$ cat config.mk
export PLATFORM = sky130hd
export DESIGN_NAME = fetch_top
export DESIGN_NICKNAME = d
export VERILOG_FILES = /design/src/verilog/fetch_pkg.sv /design/src/verilog/fetch_icache.sv /design/src/verilog/fetch_unit.sv /design/src/verilog/instr_queue.sv /design/src/verilog/branch_resolver.sv /design/src/verilog/fetch_top.sv
export SDC_FILE = /design/constraint.sdc
export NUM_CORES = 2
export LEC_CHECK = 0
export ABC_AREA = 1
export BUFFER_PORTS_ARGS = -buffer_cell sky130_fd_sc_hd__buf_2
export CAP_MARGIN = 20
export CORE_ASPECT_RATIO = 1.75
export CORE_UTILIZATION = 60
export CTS_CLUSTER_DIAMETER = 120
export DETAILED_ROUTE_END_ITERATION = 6
export PLACE_DENSITY_LB_ADDON = 0.15
export SLEW_MARGIN = 20
export SYNTH_ARGS = -nofsm -noshare
export SYNTH_HDL_FRONTEND = slang
export SYNTH_HIERARCHICAL = 1
export SYNTH_SLANG_ARGS = --single-unit
$ cat constraint.sdc
create_clock -name i_clock -period 8.4 [get_ports i_clock]
set_input_delay 1.68 -clock i_clock [delete_from_list [all_inputs] [get_ports i_clock]]
set_output_delay 1.68 -clock i_clock [all_outputs]
set_load 0.05 [all_outputs]
$ cat src/verilog/fetch_pkg.sv
package fetch_pkg;

	// Data path and tag sizes
	localparam int xlen = 32;
	localparam int tag_width = 8;

	// Instruction cache geometry
	localparam int line_words = 4;
	localparam int cache_lines = 16;
	localparam int word_sel_width = $clog2(line_words);
	localparam int cache_offset_width = word_sel_width + 2;
	localparam int cache_index_width = $clog2(cache_lines);
	localparam int cache_tag_width = xlen - cache_index_width - cache_offset_width;

	// Instruction queue
	localparam int queue_depth = 4;
	localparam int queue_ptr_width = $clog2(queue_depth);
	localparam int queue_count_width = $clog2(queue_depth + 1);

	localparam logic [xlen-1:0] reset_pc = '0;

	// RV32 opcodes of interest to fetch
	localparam logic [6:0] op_jal = 7'b1101111;
	localparam logic [6:0] op_jalr = 7'b1100111;
	localparam logic [6:0] op_branch = 7'b1100011;
	localparam logic [6:0] op_system = 7'b1110011;

	// SYSTEM immediates
	localparam logic [11:0] funct_mret = 12'h302;
	localparam logic [11:0] funct_wfi = 12'h105;

	typedef enum logic [2:0] {
		cls_sequential,
		cls_jump,
		cls_jump_register,
		cls_branch,
		cls_mret,
		cls_wfi
	} instr_class_t;

	function automatic instr_class_t classify(input logic [xlen-1:0] instr);
		instr_class_t cls;
		cls = cls_sequential;
		case (instr[6:0])
			op_jal: cls = cls_jump;
			op_jalr: cls = cls_jump_register;
			op_branch: cls = cls_branch;
			op_system: begin
				// Only PRIV encodings with funct3 zero
				if (instr[14:12] == 3'b000 && instr[31:20] == funct_mret) begin
					cls = cls_mret;
				end else if (instr[14:12] == 3'b000 && instr[31:20] == funct_wfi) begin
					cls = cls_wfi;
				end
			end
			default: cls = cls_sequential;
		endcase
		return cls;
	endfunction

endpackage

$ cat src/verilog/fetch_icache.sv
module fetch_icache (
	input  logic                      i_clock,
	input  logic                      i_rst,
	input  logic [fetch_pkg::xlen-1:0] i_pc,
	input  logic                      i_hold,
	input  logic [fetch_pkg::xlen-1:0] i_wb_dat,
	input  logic                      i_wb_ack,
	output logic                      o_ready,
	output logic [fetch_pkg::xlen-1:0] o_rdata,
	output logic                      o_wb_cyc,
	output logic                      o_wb_stb,
	output logic                      o_wb_we,
	output logic [fetch_pkg::xlen-1:0] o_wb_adr
);
	import fetch_pkg::*;

	typedef enum logic [1:0] {
		ic_idle,
		ic_request,
		ic_gap
	} fill_state_t;

	logic [cache_lines-1:0] line_valid;
	logic [cache_tag_width-1:0] line_tag [cache_lines];
	logic [xlen-1:0] line_data [cache_lines*line_words];

	logic [word_sel_width-1:0] pc_word;
	logic [cache_index_width-1:0] pc_index;
	logic [cache_tag_width-1:0] pc_tag;

	fill_state_t fill_state;
	logic [xlen-cache_offset_width-1:0] fill_line;
	logic [cache_index_width-1:0] fill_index;
	logic [word_sel_width-1:0] fill_word;
	logic fill_start;
	logic word_ack;

	// Address split of the requested pc
	assign pc_word = i_pc[cache_offset_width-1:2];
	assign pc_index = i_pc[cache_offset_width +: cache_index_width];
	assign pc_tag = i_pc[xlen-1 -: cache_tag_width];

	// Hit path is purely combinational
	assign o_ready = line_valid[pc_index] && (line_tag[pc_index] == pc_tag);
	assign o_rdata = line_data[{pc_index, pc_word}];

	assign fill_index = fill_line[cache_index_width-1:0];
	assign fill_start = (fill_state == ic_idle) && !o_ready && !i_hold;
	assign word_ack = (fill_state == ic_request) && i_wb_ack;

	assign o_wb_adr = {fill_line, fill_word, 2'b00};
	assign o_wb_we = 1'b0;

	always_ff @(posedge i_clock) begin
		if (i_rst) begin
			fill_state <= ic_idle;
			fill_word <= '0;
			line_valid <= '0;
			o_wb_cyc <= 1'b0;
			o_wb_stb <= 1'b0;
		end else begin
			case (fill_state)
				ic_idle: begin
					if (fill_start) begin
						// Line gets replaced, so drop it before the first word lands
						line_valid[pc_index] <= 1'b0;
						fill_word <= '0;
						o_wb_cyc <= 1'b1;
						o_wb_stb <= 1'b1;
						fill_state <= ic_request;
					end
				end
				ic_request: begin
					if (i_wb_ack) begin
						o_wb_cyc <= 1'b0;
						o_wb_stb <= 1'b0;
						if (fill_word == word_sel_width'(line_words - 1)) begin
							line_valid[fill_index] <= 1'b1;
							fill_state <= ic_idle;
						end else begin
							fill_word <= fill_word + 1'b1;
							fill_state <= ic_gap;
						end
					end
				end
				ic_gap: begin
					// Bus idle for one cycle between single reads
					o_wb_cyc <= 1'b1;
					o_wb_stb <= 1'b1;
					fill_state <= ic_request;
				end
				default: fill_state <= ic_idle;
			endcase
		end
	end

	// Tag and word storage
	always_ff @(posedge i_clock) begin
		if (fill_start) begin
			fill_line <= i_pc[xlen-1:cache_offset_width];
			line_tag[pc_index] <= pc_tag;
		end
		if (word_ack) begin
			line_data[{fill_index, fill_word}] <= i_wb_dat;
		end
	end

	a_stb_needs_cyc: assert property (
		@(posedge i_clock) disable iff (i_rst)
		o_wb_stb |-> o_wb_cyc
	);

	// Slave sees a fixed address until it acknowledges
	a_adr_stable: assert property (
		@(posedge i_clock) disable iff (i_rst)
		o_wb_stb && !i_wb_ack |=> $stable(o_wb_adr)
	);

endmodule

$ cat src/verilog/fetch_unit.sv
module fetch_unit (
	input  logic                           i_clock,
	input  logic                           i_rst,
	input  logic                           i_irq,
	input  logic [fetch_pkg::xlen-1:0]      i_irq_pc,
	input  logic                           i_jump,
	input  logic [fetch_pkg::xlen-1:0]      i_jump_pc,
	input  logic                           i_q_full,
	input  logic [fetch_pkg::xlen-1:0]      i_wb_dat,
	input  logic                           i_wb_ack,
	output logic                           o_q_push,
	output logic [fetch_pkg::xlen-1:0]      o_q_instr,
	output logic [fetch_pkg::xlen-1:0]      o_q_pc,
	output logic [fetch_pkg::tag_width-1:0] o_q_tag,
	output logic                           o_irq_taken,
	output logic [fetch_pkg::xlen-1:0]      o_irq_epc,
	output logic                           o_wb_cyc,
	output logic                           o_wb_stb,
	output logic                           o_wb_we,
	output logic [fetch_pkg::xlen-1:0]      o_wb_adr
);
	import fetch_pkg::*;

	typedef enum logic {
		st_fetch,
		st_wait
	} fetch_state_t;

	fetch_state_t state;
	logic [xlen-1:0] pc;
	logic wait_on_wfi;
	logic cache_ready;
	logic cache_hold;
	logic [xlen-1:0] cache_rdata;
	instr_class_t fetched_class;
	logic push_now;

	// No new line fills while parked on a control-flow instruction
	assign cache_hold = (state == st_wait);
	assign fetched_class = classify(cache_rdata);
	assign push_now = !i_irq && (state == st_fetch) && cache_ready && !i_q_full;

	fetch_icache icache_i (
		.i_clock (i_clock),
		.i_rst   (i_rst),
		.i_pc    (pc),
		.i_hold  (cache_hold),
		.i_wb_dat(i_wb_dat),
		.i_wb_ack(i_wb_ack),
		.o_ready (cache_ready),
		.o_rdata (cache_rdata),
		.o_wb_cyc(o_wb_cyc),
		.o_wb_stb(o_wb_stb),
		.o_wb_we (o_wb_we),
		.o_wb_adr(o_wb_adr)
	);

	always_ff @(posedge i_clock) begin
		if (i_rst) begin
			state <= st_fetch;
			pc <= reset_pc;
			wait_on_wfi <= 1'b0;
			o_q_push <= 1'b0;
			o_q_tag <= '0;
			o_irq_taken <= 1'b0;
		end else begin
			o_q_push <= 1'b0;
			o_irq_taken <= 1'b0;
			if (i_irq) begin
				// Interrupt wins over both states
				o_irq_taken <= 1'b1;
				pc <= i_irq_pc;
				state <= st_fetch;
				wait_on_wfi <= 1'b0;
			end else begin
				case (state)
					st_fetch: begin
						if (push_now) begin
							o_q_push <= 1'b1;
							o_q_tag <= o_q_tag + 1'b1;
							if (fetched_class == cls_sequential) begin
								pc <= pc + xlen'(4);
							end else begin
								state <= st_wait;
								wait_on_wfi <= (fetched_class == cls_wfi);
							end
						end
					end
					st_wait: begin
						if (i_jump) begin
							pc <= i_jump_pc;
							state <= st_fetch;
						end
					end
					default: state <= st_fetch;
				endcase
			end
		end
	end

	always_ff @(posedge i_clock) begin
		if (push_now) begin
			o_q_instr <= cache_rdata;
			o_q_pc <= pc;
		end
		// After WFI, resume at the following instruction
		if (i_irq) begin
			o_irq_epc <= (state == st_wait && wait_on_wfi) ? pc + xlen'(4) : pc;
		end
	end

	// Full seen in one cycle blocks the push of the next
	a_no_push_when_full: assert property (
		@(posedge i_clock) disable iff (i_rst)
		i_q_full |=> !o_q_push
	);

endmodule

$ cat src/verilog/instr_queue.sv
module instr_queue (
	input  logic                           i_clock,
	input  logic                           i_rst,
	input  logic                           i_flush,
	input  logic                           i_push,
	input  logic [fetch_pkg::xlen-1:0]      i_instr,
	input  logic [fetch_pkg::xlen-1:0]      i_pc,
	input  logic [fetch_pkg::tag_width-1:0] i_tag,
	input  logic                           i_pop,
	output logic                           o_full,
	output logic                           o_valid,
	output logic [fetch_pkg::xlen-1:0]      o_instr,
	output logic [fetch_pkg::xlen-1:0]      o_pc,
	output logic [fetch_pkg::tag_width-1:0] o_tag
);
	import fetch_pkg::*;

	logic [xlen-1:0] instr_mem [queue_depth];
	logic [xlen-1:0] pc_mem [queue_depth];
	logic [tag_width-1:0] tag_mem [queue_depth];
	logic [queue_ptr_width-1:0] wr_ptr;
	logic [queue_ptr_width-1:0] rd_ptr;
	logic [queue_count_width-1:0] count;
	logic [queue_count_width-1:0] count_next;
	logic do_push;
	logic do_pop;

	assign o_valid = (count != '0);
	assign do_push = i_push && (count != queue_count_width'(queue_depth));
	assign do_pop = i_pop && o_valid;

	always_comb begin
		if (i_flush) begin
			count_next = '0;
		end else begin
			count_next = count + queue_count_width'(do_push) - queue_count_width'(do_pop);
		end
	end

	// Looks one cycle ahead since the producer pushes a cycle after it decides
	assign o_full = (count_next == queue_count_width'(queue_depth));

	assign o_instr = instr_mem[rd_ptr];
	assign o_pc = pc_mem[rd_ptr];
	assign o_tag = tag_mem[rd_ptr];

	always_ff @(posedge i_clock) begin
		if (i_rst || i_flush) begin
			wr_ptr <= '0;
			rd_ptr <= '0;
			count <= '0;
		end else begin
			if (do_push) begin
				wr_ptr <= wr_ptr + 1'b1;
			end
			if (do_pop) begin
				rd_ptr <= rd_ptr + 1'b1;
			end
			count <= count_next;
		end
	end

	always_ff @(posedge i_clock) begin
		if (do_push) begin
			instr_mem[wr_ptr] <= i_instr;
			pc_mem[wr_ptr] <= i_pc;
			tag_mem[wr_ptr] <= i_tag;
		end
	end

	a_no_overflow: assert property (
		@(posedge i_clock) disable iff (i_rst)
		i_push |-> count != queue_count_width'(queue_depth)
	);

	a_no_underflow: assert property (
		@(posedge i_clock) disable iff (i_rst)
		i_pop |-> count != '0
	);

endmodule

$ cat src/verilog/branch_resolver.sv
module branch_resolver (
	input  logic                           i_clock,
	input  logic                           i_rst,
	input  logic                           i_valid,
	input  logic [fetch_pkg::xlen-1:0]      i_instr,
	input  logic [fetch_pkg::xlen-1:0]      i_pc,
	input  logic [fetch_pkg::tag_width-1:0] i_tag,
	input  logic                           i_irq_taken,
	input  logic [fetch_pkg::xlen-1:0]      i_irq_epc,
	output logic                           o_pop,
	output logic                           o_jump,
	output logic [fetch_pkg::xlen-1:0]      o_jump_pc,
	output logic                           o_retire_valid,
	output logic [fetch_pkg::xlen-1:0]      o_retire_pc,
	output logic [fetch_pkg::xlen-1:0]      o_retire_instr,
	output logic [fetch_pkg::tag_width-1:0] o_retire_tag
);
	import fetch_pkg::*;

	instr_class_t entry_class;
	logic [xlen-1:0] imm_j;
	logic [xlen-1:0] imm_b;
	logic [xlen-1:0] imm_i;
	logic [xlen-1:0] target;
	logic [xlen-1:0] saved_epc;
	logic redirect;

	// Consume whatever the queue offers
	assign o_pop = i_valid;
	assign entry_class = classify(i_instr);

	assign imm_j = {{12{i_instr[31]}}, i_instr[19:12], i_instr[20], i_instr[30:21], 1'b0};
	assign imm_b = {{20{i_instr[31]}}, i_instr[7], i_instr[30:25], i_instr[11:8], 1'b0};
	assign imm_i = {{20{i_instr[31]}}, i_instr[31:20]};

	always_comb begin
		target = i_pc + xlen'(4);
		redirect = 1'b1;
		case (entry_class)
			cls_jump: target = i_pc + imm_j;
			// rs1 taken as zero
			cls_jump_register: target = imm_i & ~xlen'(1);
			cls_branch: begin
				// Static rule takes backward branches only
				if (imm_b[xlen-1]) begin
					target = i_pc + imm_b;
				end
			end
			cls_mret: target = saved_epc;
			default: redirect = 1'b0;
		endcase
	end

	always_ff @(posedge i_clock) begin
		if (i_rst) begin
			o_retire_valid <= 1'b0;
			o_jump <= 1'b0;
		end else begin
			o_retire_valid <= i_valid;
			// Redirect goes stale once fetch has been sent to the vector
			o_jump <= i_valid && redirect && !i_irq_taken;
		end
	end

	always_ff @(posedge i_clock) begin
		if (i_valid) begin
			o_retire_pc <= i_pc;
			o_retire_instr <= i_instr;
			o_retire_tag <= i_tag;
			o_jump_pc <= target;
		end
		if (i_irq_taken) begin
			saved_epc <= i_irq_epc;
		end
	end

endmodule

$ cat src/verilog/fetch_top.sv
module fetch_top (
	input  logic                           i_clock,
	input  logic                           i_rst,
	input  logic                           i_irq,
	input  logic [fetch_pkg::xlen-1:0]      i_irq_pc,
	input  logic [fetch_pkg::xlen-1:0]      i_wb_dat,
	input  logic                           i_wb_ack,
	output logic                           o_wb_cyc,
	output logic                           o_wb_stb,
	output logic                           o_wb_we,
	output logic [fetch_pkg::xlen-1:0]      o_wb_adr,
	output logic                           o_irq_ack,
	output logic [fetch_pkg::xlen-1:0]      o_irq_epc,
	output logic                           o_retire_valid,
	output logic [fetch_pkg::xlen-1:0]      o_retire_pc,
	output logic [fetch_pkg::xlen-1:0]      o_retire_instr,
	output logic [fetch_pkg::tag_width-1:0] o_retire_tag
);
	import fetch_pkg::*;

	// Fetch to queue
	logic q_push;
	logic [xlen-1:0] q_instr;
	logic [xlen-1:0] q_pc;
	logic [tag_width-1:0] q_tag;
	logic q_full;

	// Queue to resolver
	logic q_valid;
	logic q_pop;
	logic [xlen-1:0] q_out_instr;
	logic [xlen-1:0] q_out_pc;
	logic [tag_width-1:0] q_out_tag;

	logic jump;
	logic [xlen-1:0] jump_pc;
	logic irq_taken;
	logic [xlen-1:0] irq_epc;

	assign o_irq_ack = irq_taken;
	assign o_irq_epc = irq_epc;

	fetch_unit fetch_unit_i (
		.i_clock    (i_clock),
		.i_rst      (i_rst),
		.i_irq      (i_irq),
		.i_irq_pc   (i_irq_pc),
		.i_jump     (jump),
		.i_jump_pc  (jump_pc),
		.i_q_full   (q_full),
		.i_wb_dat   (i_wb_dat),
		.i_wb_ack   (i_wb_ack),
		.o_q_push   (q_push),
		.o_q_instr  (q_instr),
		.o_q_pc     (q_pc),
		.o_q_tag    (q_tag),
		.o_irq_taken(irq_taken),
		.o_irq_epc  (irq_epc),
		.o_wb_cyc   (o_wb_cyc),
		.o_wb_stb   (o_wb_stb),
		.o_wb_we    (o_wb_we),
		.o_wb_adr   (o_wb_adr)
	);

	// Interrupt throws away everything fetched before it
	instr_queue instr_queue_i (
		.i_clock(i_clock),
		.i_rst  (i_rst),
		.i_flush(irq_taken),
		.i_push (q_push),
		.i_instr(q_instr),
		.i_pc   (q_pc),
		.i_tag  (q_tag),
		.i_pop  (q_pop),
		.o_full (q_full),
		.o_valid(q_valid),
		.o_instr(q_out_instr),
		.o_pc   (q_out_pc),
		.o_tag  (q_out_tag)
	);

	branch_resolver branch_resolver_i (
		.i_clock       (i_clock),
		.i_rst         (i_rst),
		.i_valid       (q_valid),
		.i_instr       (q_out_instr),
		.i_pc          (q_out_pc),
		.i_tag         (q_out_tag),
		.i_irq_taken   (irq_taken),
		.i_irq_epc     (irq_epc),
		.o_pop         (q_pop),
		.o_jump        (jump),
		.o_jump_pc     (jump_pc),
		.o_retire_valid(o_retire_valid),
		.o_retire_pc   (o_retire_pc),
		.o_retire_instr(o_retire_instr),
		.o_retire_tag  (o_retire_tag)
	);

endmodule

==> Implementation_results.wiki <==
{| class="wikitable"
! Metric !! Value
|-
| Outcome || finished, final reports clean
|-
| Die Width || 347 um
|-
| Synthesized flop and latch total || 3056
|-
| Die ar. || 0.211 mm2
|-
| Master cell of the clock root buffer || clkbuf_16
|-
| Placeable core region || 0.207 mm2
|-
| Latest clock arrival within the worst-skew pair || 0.86 ns
|-
| Clk pin slew, worst setup/hold paths || 0.07 ns
|-
| Crit path capture type || flop
|-
| Number of sinks handled by clock tree synthesis || 3056
|-
| Number of antenna violations at the first check in global routing || 13
|-
| Share of final-layout standard cells stronger than drive strength 1 || 0.100
|-
| Detailed-route via count || 86600
|-
| Vertical extent of the die || 607 um
|-
| Timing-limited maximum frequency || 150 MHz
|-
| Final count of hold timing violations || 0
|-
| Slew headroom || 0.152
|-
| Number of core rows || 221
|-
| Total power divided by cell area || 231 mW/mm2
|-
| Largest cells by area after synthesis || edfxtp_1, nand2_1, o21ai_0, nor2_1, o22ai_1
|-
| Share of the core filled with cells in the final layout || 0.668
|-
| Max cap viols || 0
|-
| Remaining global-route overflow || 0
|-
| Count of different cell masters after synthesis || 69
|-
| Maximum fanout along the worst path || 69
|-
| Inserted Clock Buffers || 276
|-
| Total routing resource utilization after global routing || 0.368
|-
| Vias/cell || 6.47
|-
| Final total negative setup slack || 0 ns
|-
| Path depth of the worst reg2reg path || 20
|-
| RSZ-0062 raised after global routing || no
|-
| Number of buffers added for setup after CTS || 0
|-
| Pin slew with the least headroom to its limit || 1.27 ns
|-
| YS warnings || 6
|-
| Maximum clock insertion buffer count || 4
|-
| Worst Hold Depth || 0
|-
| Number of synthesized flops with an enable pin || 2980
|-
| Commonest non-fill, non-tap cell in the layout || edfxtp_1
|-
| Initial Utilization || 0.604
|-
| Final Total Pwr || 31.9 mW
|-
| Top cell type by total area after synthesis || edfxtp_1
|-
| Mapped Cells || 10400
|-
| Net count reported at finish || 10600
|-
| Crit path arrival time || 7.39 ns
|-
| Detail Placement HPWL || 240 mm
|-
| Required time of the critical path || 9.15 ns
|-
| P_leak || 47.8 nW
|-
| Remaining design rule violation count || 0
|-
| Area added between synthesis and finish || 10.6%
|-
| Clock tree from TritonCTS || yes
|-
| Vias in the first global route || 83300
|-
| Violation count after the first detailed-route iteration || 10900
|-
| Worst supply voltage drop on vdd || 214 uV
|-
| Routed wire length || 394 mm
|-
| Type of the worst setup path || reg2reg
|-
| Total of cells resized after clock tree synthesis || 0
|-
| Fin Clk Skew || 0.0293 ns
|-
| Total I/O pin count || 209
|-
| Cell Area, Synth || 0.125 mm2
|-
| Period minus WS final || 6.65 ns
|-
| CP startpoint kind || flop
|-
| Fraction of the cycle the final worst path needs || 0.791
|-
| Total of endpoints with negative setup slack in the final report || 0
|-
| Share of synthesized area occupied by flip-flops and latches || 0.726
|-
| Placer Congestion || 0.987
|-
| Flip-flop cell with the highest count after synthesis || edfxtp_1
|-
| Commonest cells after routing, fill and taps aside || edfxtp_1, nand2_1, nor2_1
|-
| Number of hold-repair buffers added at the cts stage || 0
|-
| Count of final max-slew check failures || 0
|-
| Share of flip-flops with an asynchronous set or reset after synthesis || 0
|-
| Count of filler cells inserted in the layout || 14900
|-
| Level count of the clock H-tree || 5
|-
| ANT nets after route || 0
|-
| Wirelength per Cell || 29.4 um
|-
| Global-route wire length before repair || 560 mm
|-
| Largest net degree at the start of global routing || 181
|-
| Fraction of synthesized cell area taken by the top area cell type || 0.714
|-
| Syn Area/Cell || 12.1 um2
|-
| Count of buffers from port buffering || 205
|-
| Total iterations of the first detailed-routing run || 6
|-
| Worst min-delay path category || reg2reg
|}
-- cell usage after synthesis, drive strengths merged (3+ instances only) --
cell type / count
clkinv: 5
o221ai: 14
buf: 150
o21bai: 21
a21boi: 3
a211oi: 4
ha: 53
nand4: 112
o2111ai: 12
a41oi: 8
edfxtp: 2980
clkbuf: 420
nor3: 53
nor3b: 5
inv: 395
o211ai: 12
nand2: 1856
nor2: 1632
a22o: 92
nand3: 264
xnor2: 7
a31oi: 3
a22oi: 16
dfxtp: 76
o21ai: 1266
and2: 10
o22ai: 585
a21oi: 158
fa: 3
xor2: 34
nand3b: 11
or2: 8
mux2i: 6
a221oi: 64
-- per-stage QoR --
| step | setup slack (ns) | instance area [um2] | hold WS, ns | instances |
|---|---|---|---|---|
| 2_1_floorplan | 2.26 | 125000 | 0.426 | 10400 |
| 3_3_place_gp | 1.89 | 130000 | 0.432 | 12900 |
| 3_5_place_dp | 1.99 | 130000 | 0.441 | 12900 |
| 4_1_cts | 1.91 | 138000 | 0.460 | 13400 |
| 5_1_grt | 1.64 | 139000 | 0.475 | 13400 |
| 6_report | 1.75 | 139000 | 0.461 | 13400 |
-- worst max-delay path, stage by stage (launching register included) --
cell and delay (ns):
dfxtp_4 0.96, buf_4 0.80, nor2_4 0.10, buf_12 0.25
a22oi_1 0.23, nand2_1 0.07, nand2_1 0.06, nand2_1 0.09
o21bai_1 0.21, nand4_1 0.15, a2111oi_0 0.58, nand3_1 0.16
nor2_1 0.77, inv_1 0.09, nor2_1 0.14, nand2_2 0.21
clkinv_2 0.14, nand3_4 0.47, nand2_2 0.57, and2_4 0.23
nor2_2 0.03
-- path summary, 6_finish.rpt --
kind	endpoint	startpoint	slack, ns
worst max-delay path	fetch_unit_i/pc[31]$_SDFFE_PP0P_	fetch_unit_i/pc[4]$_SDFFE_PP0P_	1.75
worst min-delay path	branch_resolver_i/saved_epc[29]$_DFFE_PP_	fetch_unit_i/o_irq_epc[29]$_DFFE_PP_	0.46
worst max register to register	fetch_unit_i/pc[31]$_SDFFE_PP0P_	fetch_unit_i/pc[4]$_SDFFE_PP0P_	1.75
worst min register to register	branch_resolver_i/saved_epc[29]$_DFFE_PP_	fetch_unit_i/o_irq_epc[29]$_DFFE_PP_	0.46
-- sequential cells by signal, indices dropped and copies added, names as in the netlist, 3 cells and up, named ones only --
name,cells
fetch_unit_i/icache_i/line_data,2048
fetch_unit_i/icache_i/line_tag,384
instr_queue_i/instr_mem,128
instr_queue_i/pc_mem,128
branch_resolver_i/o_jump_pc,32
branch_resolver_i/o_retire_instr,32
branch_resolver_i/o_retire_pc,32
branch_resolver_i/saved_epc,32
fetch_unit_i/o_irq_epc,32
fetch_unit_i/o_q_instr,32
fetch_unit_i/o_q_pc,32
fetch_unit_i/pc,32
instr_queue_i/tag_mem,32
fetch_unit_i/icache_i/fill_line,28
fetch_unit_i/icache_i/line_valid,16
branch_resolver_i/o_retire_tag,8
fetch_unit_i/o_q_tag,8
instr_queue_i/count,3
-- where the power goes --
group	total (mW)	switching (mW)	internal (mW)
clock network	12.1	5.48	6.65
registers	17.1	0.145	16.9
logic	2.74	2.09	0.650
total	31.9	7.72	24.2
-- layer usage --
metal	up-vias	track usage	wire length (um)
met5	-	0	28
met4	4	0.269	32300
met3	1367	0.0528	33600
met2	5194	0.627	196000
met1	42400	0.428	132000
li1	37600	-	-
-- area by class of cell --
cell class / count / area, um2 / area share
inverter: 400 / 1540 / 0.0111
tap: 2676 / 3350 / 0.0242
clock buffer: 345 / 7320 / 0.0529
antenna: 10 / 25.0 / 0.000181
timing repair buffer: 443 / 3140 / 0.0226
sequential: 3056 / 91000 / 0.657
multi-input combinational: 6328 / 31000 / 0.224
clock inverter: 139 / 1110 / 0.00803
-- kinds of logic (layout without fill, tap and decap cells) --
| logic type | Yosys count | count (layout) | share of synthesized area |
|---|---|---|---|
| simple gates | 3953 | 3953 | 0.127 |
| flops | 3056 | 3056 | 0.726 |
| mux | 6 | 6 | 0.000479 |
| other cells | 1 | 13 | 0.0000299 |
| fa+ha+maj | 56 | 56 | 0.00577 |
| buf+inv | 970 | 1327 | 0.0312 |
| compound gates | 2269 | 2269 | 0.106 |
| xor+xnor | 41 | 41 | 0.00287 |
Note: power is estimated with default switching activity, not from simulation.
